`src/risc_int_pkg.sv`:
```
//****************************************
// Flags word bit positions, command and request
// structs, service-sequence opcodes
//****************************************
package risc_int_pkg;

	// Upper bound on peripheral request lines
	localparam int MAX_IRQ = 6;

	// Flags word, write and read layout
	localparam int FLAG_IMASK  = 3;
	// Low enables sit at bits 4 to 8
	localparam int FLAG_ENA_LO = 4;
	// Low latch clears sit at bits 9 to 13
	localparam int FLAG_CLR_LO = 9;
	// Request 5 has its enable and clear up here
	localparam int FLAG_ENA_HI = 16;
	localparam int FLAG_CLR_HI = 17;

	// Status word, latch bits 0 to 4 then latch bit 5
	localparam int STAT_LAT_LO = 6;
	localparam int STAT_LAT_HI = 16;

	// One decoded flag write
	typedef struct packed {
		logic               ena_wr;
		logic [MAX_IRQ-1:0] ena_val;
		logic [MAX_IRQ-1:0] clr;
		logic               imask_clr;
	} flag_cmd_t;

	// Highest pending request
	typedef struct packed {
		logic       pending;
		logic [2:0] num;
	} int_req_t;

	// Injected service words
	localparam logic [15:0] SEQ_SUBQ    = 16'h1C9F; // subq 4,r31
	localparam logic [15:0] SEQ_MOVE_PC = 16'hCC1E; // move pc,r30
	localparam logic [15:0] SEQ_STORE   = 16'hBFFE; // store r30,(r31)
	localparam logic [15:0] SEQ_MOVEI   = 16'h981E; // movei vector,r30
	localparam logic [15:0] SEQ_JUMP    = 16'hD3C0; // jump (r30)
	localparam logic [15:0] SEQ_NOP     = 16'hE400;

endpackage
```
`src/risc_int_top.sv`:
```
//****************************************
// Interrupt unit top level
//****************************************
module risc_int_top
	import risc_int_pkg::*;
#(
	parameter int          NUM_IRQ  = 5,
	parameter logic [31:0] VEC_BASE = 32'h00F0_3000
) (
	input  logic               sys_clk,
	input  logic               resetl,
	input  logic [31:0]        din,
	input  logic               flag_wr,
	input  logic               flag_rd,
	input  logic               stat_rd,
	input  logic [NUM_IRQ-1:0] irq,
	input  logic               atomic,
	input  logic               rom_fetch,
	output logic [31:0]        dout,
	output logic               dout_oe,
	output logic               imask,
	output logic               in_service,
	output logic [15:0]        ins
);

	flag_cmd_t          cmd;
	int_req_t           req;
	logic [NUM_IRQ-1:0] ena;
	logic [NUM_IRQ-1:0] lat;

	// Core data port, write decode and read mux
	flag_port #(
		.NUM_IRQ (NUM_IRQ)
	) flag_port_inst (
		.sys_clk (sys_clk),
		.resetl  (resetl),
		.din     (din),
		.flag_wr (flag_wr),
		.flag_rd (flag_rd),
		.stat_rd (stat_rd),
		.ena     (ena),
		.lat     (lat),
		.imask   (imask),
		.cmd     (cmd),
		.dout    (dout),
		.dout_oe (dout_oe)
	);

	// Peripheral request capture
	int_latch #(
		.NUM_IRQ (NUM_IRQ)
	) int_latch_inst (
		.sys_clk (sys_clk),
		.resetl  (resetl),
		.irq     (irq),
		.cmd     (cmd),
		.ena     (ena),
		.lat     (lat),
		.req     (req)
	);

	// Service sequence toward the fetch unit
	int_sequencer #(
		.VEC_BASE (VEC_BASE)
	) int_sequencer_inst (
		.sys_clk    (sys_clk),
		.resetl     (resetl),
		.req        (req),
		.cmd        (cmd),
		.atomic     (atomic),
		.rom_fetch  (rom_fetch),
		.in_service (in_service),
		.imask      (imask),
		.ins        (ins)
	);

endmodule

```
`src/int_sequencer.sv`:
```
//****************************************
// In-service FSM, mask, word counter and
// injected instruction generator
//****************************************
module int_sequencer
	import risc_int_pkg::*;
#(
	parameter logic [31:0] VEC_BASE = 32'h00F0_3000
) (
	input  logic        sys_clk,
	input  logic        resetl,
	input  int_req_t    req,
	input  flag_cmd_t   cmd,
	input  logic        atomic,
	input  logic        rom_fetch,
	output logic        in_service,
	output logic        imask,
	output logic [15:0] ins
);

	logic        start;
	logic        fetch;
	logic        last;
	logic [2:0]  count;
	logic [2:0]  cap_num;
	logic [31:0] vector;

	// Service may start only between sequences and outside atomic code
	assign start = req.pending & ~in_service & ~imask & ~atomic;

	// One injected word consumed
	assign fetch = rom_fetch & in_service;

	// Jump word has gone, the NOP is the final fetch
	assign last = fetch & (count == 3'd7);

	// In-service flag
	always_ff @(posedge sys_clk) begin
		if (!resetl) begin
			in_service <= 1'b0;
		end else if (start) begin
			in_service <= 1'b1;
		end else if (last) begin
			in_service <= 1'b0;
		end
	end

	// Word counter wraps back to 0 after the eighth word
	always_ff @(posedge sys_clk) begin
		if (!resetl) begin
			count <= '0;
		end else if (fetch) begin
			count <= count + 3'd1;
		end
	end

	// Mask is set by the sequence itself, cleared by software
	always_ff @(posedge sys_clk) begin
		if (!resetl) begin
			imask <= 1'b0;
		end else if (fetch) begin
			imask <= 1'b1;
		end else if (cmd.imask_clr) begin
			imask <= 1'b0;
		end
	end

	// Number frozen for the whole sequence
	always_ff @(posedge sys_clk) begin
		if (start) begin
			cap_num <= req.num;
		end
	end

	// Sixteen bytes of handler space per request
	assign vector = VEC_BASE + {25'd0, cap_num, 4'd0};

	// Injected word select
	always_comb begin
		case (count)
			3'd0:    ins = SEQ_SUBQ;
			3'd1:    ins = SEQ_MOVE_PC;
			3'd2:    ins = SEQ_STORE;
			3'd3:    ins = SEQ_MOVEI;
			// movei takes its immediate low half first
			3'd4:    ins = vector[15:0];
			3'd5:    ins = vector[31:16];
			3'd6:    ins = SEQ_JUMP;
			default: ins = SEQ_NOP;
		endcase
	end

	// Counter is frozen outside service
	a_cnt_idle: assert property (@(posedge sys_clk) disable iff (!resetl)
		!in_service |=> $stable(count));

endmodule

```
`src/int_latch.sv`:
```
//****************************************
// Enable register, request latch and
// priority encoder
//****************************************
module int_latch
	import risc_int_pkg::*;
#(
	parameter int NUM_IRQ = 5
) (
	input  logic               sys_clk,
	input  logic               resetl,
	input  logic [NUM_IRQ-1:0] irq,
	input  flag_cmd_t          cmd,
	output logic [NUM_IRQ-1:0] ena,
	output logic [NUM_IRQ-1:0] lat,
	output int_req_t           req
);

	logic [NUM_IRQ-1:0] live;
	logic [NUM_IRQ-1:0] lat_next;
	logic [2:0]         top_num;

	// Requests seen through their enables
	assign live = irq & ena;

	// Clear first, then a live request sets again
	assign lat_next = (lat & ~cmd.clr[NUM_IRQ-1:0]) | live;

	// Enables load on every flag write
	always_ff @(posedge sys_clk) begin
		if (!resetl) begin
			ena <= '0;
		end else if (cmd.ena_wr) begin
			ena <= cmd.ena_val[NUM_IRQ-1:0];
		end
	end

	// Request latch
	always_ff @(posedge sys_clk) begin
		if (!resetl) begin
			lat <= '0;
		end else begin
			lat <= lat_next;
		end
	end

	// Highest index wins, later iterations override
	always_comb begin
		top_num = '0;
		for (int i = 0; i < NUM_IRQ; i++) begin
			if (lat[i]) begin
				top_num = 3'(i);
			end
		end
	end

	always_comb begin
		req.pending = |lat;
		req.num     = top_num;
	end

	// Encoded number always names a real line
	a_num_range: assert property (@(posedge sys_clk) disable iff (!resetl)
		req.pending |-> (int'(req.num) < NUM_IRQ));

endmodule

```
`src/flag_port.sv`:
```
//****************************************
// Flag write decoder and flags/status read mux
//****************************************
module flag_port
	import risc_int_pkg::*;
#(
	parameter int NUM_IRQ = 5
) (
	input  logic                sys_clk,
	input  logic                resetl,
	input  logic [31:0]         din,
	input  logic                flag_wr,
	input  logic                flag_rd,
	input  logic                stat_rd,
	input  logic [NUM_IRQ-1:0]  ena,
	input  logic [NUM_IRQ-1:0]  lat,
	input  logic                imask,
	output flag_cmd_t           cmd,
	output logic [31:0]         dout,
	output logic                dout_oe
);

	// Lines held in the low field of each group
	localparam int LO_N = MAX_IRQ - 1;
	// Only lines that exist may be written
	localparam logic [MAX_IRQ-1:0] IRQ_MASK = MAX_IRQ'((1 << NUM_IRQ) - 1);

	logic [MAX_IRQ-1:0] ena_in;
	logic [MAX_IRQ-1:0] clr_in;
	logic [MAX_IRQ-1:0] ena_x;
	logic [MAX_IRQ-1:0] lat_x;
	logic [31:0]        flags_word;
	logic [31:0]        stat_word;

	// Gather the split enable and clear fields
	assign ena_in = {din[FLAG_ENA_HI], din[FLAG_ENA_LO +: LO_N]};
	assign clr_in = {din[FLAG_CLR_HI], din[FLAG_CLR_LO +: LO_N]};

	// Write decode
	always_comb begin
		cmd.ena_wr    = flag_wr;
		cmd.ena_val   = ena_in & IRQ_MASK;
		// Clears and mask clear are strobes, only live during a write
		cmd.clr       = flag_wr ? (clr_in & IRQ_MASK) : '0;
		cmd.imask_clr = flag_wr & ~din[FLAG_IMASK];
	end

	// Widen the register views to the full field size
	always_comb begin
		ena_x = '0;
		lat_x = '0;
		ena_x[NUM_IRQ-1:0] = ena;
		lat_x[NUM_IRQ-1:0] = lat;
	end

	// Flags read, mask and enables
	always_comb begin
		flags_word = '0;
		flags_word[FLAG_IMASK] = imask;
		flags_word[FLAG_ENA_LO +: LO_N] = ena_x[LO_N-1:0];
		flags_word[FLAG_ENA_HI] = ena_x[LO_N];
	end

	// Status read, request latches
	always_comb begin
		stat_word = '0;
		stat_word[STAT_LAT_LO +: LO_N] = lat_x[LO_N-1:0];
		stat_word[STAT_LAT_HI] = lat_x[LO_N];
	end

	// Both sources share the core data bus
	assign dout    = (flag_rd ? flags_word : '0) | (stat_rd ? stat_word : '0);
	assign dout_oe = flag_rd | stat_rd;

	// Core never reads and writes the flags in one cycle
	a_no_rd_on_wr: assert property (@(posedge sys_clk) disable iff (!resetl)
		flag_wr |-> !(flag_rd || stat_rd));

endmodule

```
`config.mk`:
```
export PLATFORM = sky130hd
export DESIGN_NAME = risc_int_top
export DESIGN_NICKNAME = d
export VERILOG_FILES = /design/src/risc_int_pkg.sv /design/src/risc_int_top.sv /design/src/int_sequencer.sv /design/src/int_latch.sv /design/src/flag_port.sv
export SDC_FILE = /design/constraint.sdc
export NUM_CORES = 1
export LEC_CHECK = 0
export ABC_AREA = 1
export BUFFER_PORTS_ARGS = -buffer_cell sky130_fd_sc_hd__buf_2
export CORE_AREA = 4 4 66 68
export CTS_CLUSTER_DIAMETER = 60
export DETAILED_ROUTE_END_ITERATION = 8
export DIE_AREA = 0 0 70 72
export PLACE_DENSITY = 0.75
export SLEW_MARGIN = 0
export SYNTH_ARGS = -nofsm -noshare
export SYNTH_HDL_FRONTEND = slang
export SYNTH_HIERARCHICAL = 1
export SYNTH_SLANG_ARGS = --single-unit
```
`constraint.sdc`:
```
create_clock -name sys_clk -period 1.3 [get_ports sys_clk]
set_clock_uncertainty 0.15 [all_clocks]
set_input_delay 0.065 -clock sys_clk [delete_from_list [all_inputs] [get_ports sys_clk]]
set_output_delay 0.065 -clock sys_clk [all_outputs]
set_load 0.005 [all_outputs]
```
==> flow_summary.ini <==
[layout]
area_growth_from_synthesis_to_layout_pct = 51.8
insertedDiodeCount = 0
most_common_cell_after_layout_fill_and_taps_aside = sky130_fd_sc_hd__buf_2
layout.core_utilization_pct = 52.0
final_instance_area_um2 = 2000
layout.area.seq_um2 = 400
drive_gt1_share_pct = 39.1
most-common-layout-cells = 46 x sky130_fd_sc_hd__buf_2, 41 x sky130_fd_sc_hd__nand2_1, 28 x sky130_fd_sc_hd__inv_1
filler_cell_count = 369
nNetsFinal = 330
multiInputGateArea_um2 = 731

[detailed_routing]
vias_per_cell = 4.19
antenna_violating_nets_post_route = 0
dr_total_vias = 1378
avgRoutedWirePerCell_um = 10.6
firstDrtPassIters = 4
totalWireLength_mm = 3.50
drtIter0Drc = 41
detail_route.drc_violations = 0

[yosys]
ys.warnings.count = 6
syn_area_per_cell_um2 = 6.57
synth.cell_area_um2 = 1320
synthCells = 201

[setup_path]
worst-endpoint-arrival_ps = 1430
crit_path_end = ins[15]
worst_setup_path_start_kind = register
critPathBufInv = 2
crit_path_start = int_sequencer_inst/count[1]
timing.critical_path.slowest_stage_cell = sky130_fd_sc_hd__dfxtp_4
worst-path-max-fanout = 4
maximum_single_stage_delay_on_the_critical_path_ps = 380
critical_path.reg2reg.endpoint = int_sequencer_inst/in_service
crit_type = reg2out
cp.required_ps = 1090
cp_top_family = flip-flops
worst_r2r_startpoint = int_sequencer_inst/count[1]
r2r_setup_slack_ps = 50
ff2ff_path_depth = 6
timing.critical_path.cells = ha_4 -> ha_4 -> inv_4 -> nand2_2 -> nor2_2 -> nand2_2 -> nand2_1 -> buf_2
timing.critical_path.depth = 8
critical_path.endpoint_type = output pin

[place]
place_hpwl_mm = 2.41
port_buffers = 49
placement.cell_area_um2 = 1570
gp_congestion = 0.831

[job]
max_cap_viol_count = 0

[floorplan]
floorplan.io_pins = 95
row_count = 23
die_h_um = 72
die_width_um = 70
placeableCoreArea_um2 = 3860
floorplan.initialDensity_pct = 34.2
die-area_um2 = 5040

[clocking]
cts_buffers = 3
cts_tree = yes
clk_path_buf_depth = 2
cts_root_buffer = sky130_fd_sc_hd__clkbuf_8
clkLatencyLatePin_ps = 250
tritoncts_num_sinks = 18
ctsHtreeMaxLevel = 1
worst_setup_hold_path_clk_slew_ps = 70

[power]
totalPowerFinal_mw = 1.59
leakage_nw = 1.08
vdd_drop_max_mv = 0.518
power.density_cell_area_nw_per_um2 = 794

[timing]
holdWs_ps = 21.8
layout_setup_ws_ps = -341
final_max_slew_viol_count = 0
rsz_0062_raised_after_global_routing = yes
setup_viol = 16
hold_viol_final = 0
fin_crit_ps = 1640
layout_worst_path_cycle_share_pct = 126
max_freq_ghz = 0.609

[hold_path]
hp-class = in2reg

[global_routing]
grt_start_max_net_pins = 13
gr-total-overflow = 0
global_route.usage.total_pct = 13.6
grt_first_pass_wirelength_mm = 5.62
first_global_vias = 1304
grt_antenna_before_repair = 0

[status]
status = finished, violations left
violations = negative setup slack
power breakdown:
group	switching [mW]	total [mW]	internal [mW]	leakage, nW
logic	0.274	0.560	0.286	0.900
registers	0.0302	0.635	0.605	0.155
clock network	0.186	0.396	0.210	0.0231
sequential cells by signal, indices dropped and copies added, names as in the netlist:
register                       cells
int_sequencer_inst/imask           1
int_sequencer_inst/cap_num         3
int_sequencer_inst/count           3
int_sequencer_inst/in_service      1
int_latch_inst/ena                 5
int_latch_inst/lat                 5
layer usage:
| metal | routed length [um] | track usage, % | share of wire, % |
|---|---|---|---|
| met3 | 338 | 3.19 | 9.7 |
| met1 | 1290 | 14.2 | 37 |
| met2 | 1830 | 26.3 | 52 |
| met5 | 0 | 0 | 0 |
| met4 | 46 | 5.53 | 1.3 |
metrics by stage:
step / TNS, ps / cells / worst slack (ps)
after floorplan: -13.6 / 224 / -4.54
after global placement: -399 / 302 / -78.3
after detailed placement: -764 / 302 / -113
after CTS: -3780 / 328 / -321
after global routing: -5140 / 329 / -414
final: -4170 / 329 / -341
worst register-to-register path: cells and delay by family, from the launching register on:
family / cells / cell delay, ps
AO/OA/AOI/OAI: 1 / 130
buffers and inverters: 1 / 110
flip-flops: 1 / 380
AND/OR/NAND/NOR: 2 / 90
adder cells (fa/ha/maj): 2 / 320
cell type report:
class / instances / share of cell area [%]
Multi-Input combinational cell: 132 / 36.5
Timing Repair Buffer: 87 / 30.6
Sequential cell: 18 / 20.0
Inverter: 38 / 7.62
Tap cell: 50 / 3.12
Clock buffer: 3 / 2.06
Clock inverter: 1 / 0.187
repair_timing:
item | CTS | global route
endpoints found under the setup margin | 17 | 20
setup buffers | 5 | 3
pin swaps | 10 | 7
hold endpoints to repair | 15 | 0
resized for setup | 28 | 16
cloned | 0 | 0
hold buffers | 18 | 0
worst min path at each step:
stage	end	cells past startpoint	from	slack, ps
after CTS	int_sequencer_inst/imask	5	din[3]	20
after floorplan	int_sequencer_inst/count[2]	2	resetl	30
after detailed placement	int_latch_inst/ena[4]	3	din[8]	150
final	int_sequencer_inst/imask	5	din[3]	20
after global routing	int_sequencer_inst/imask	5	din[3]	50
after global placement	int_latch_inst/ena[1]	3	din[5]	140
No activity file was read; power rests on OpenSTA's default activity.
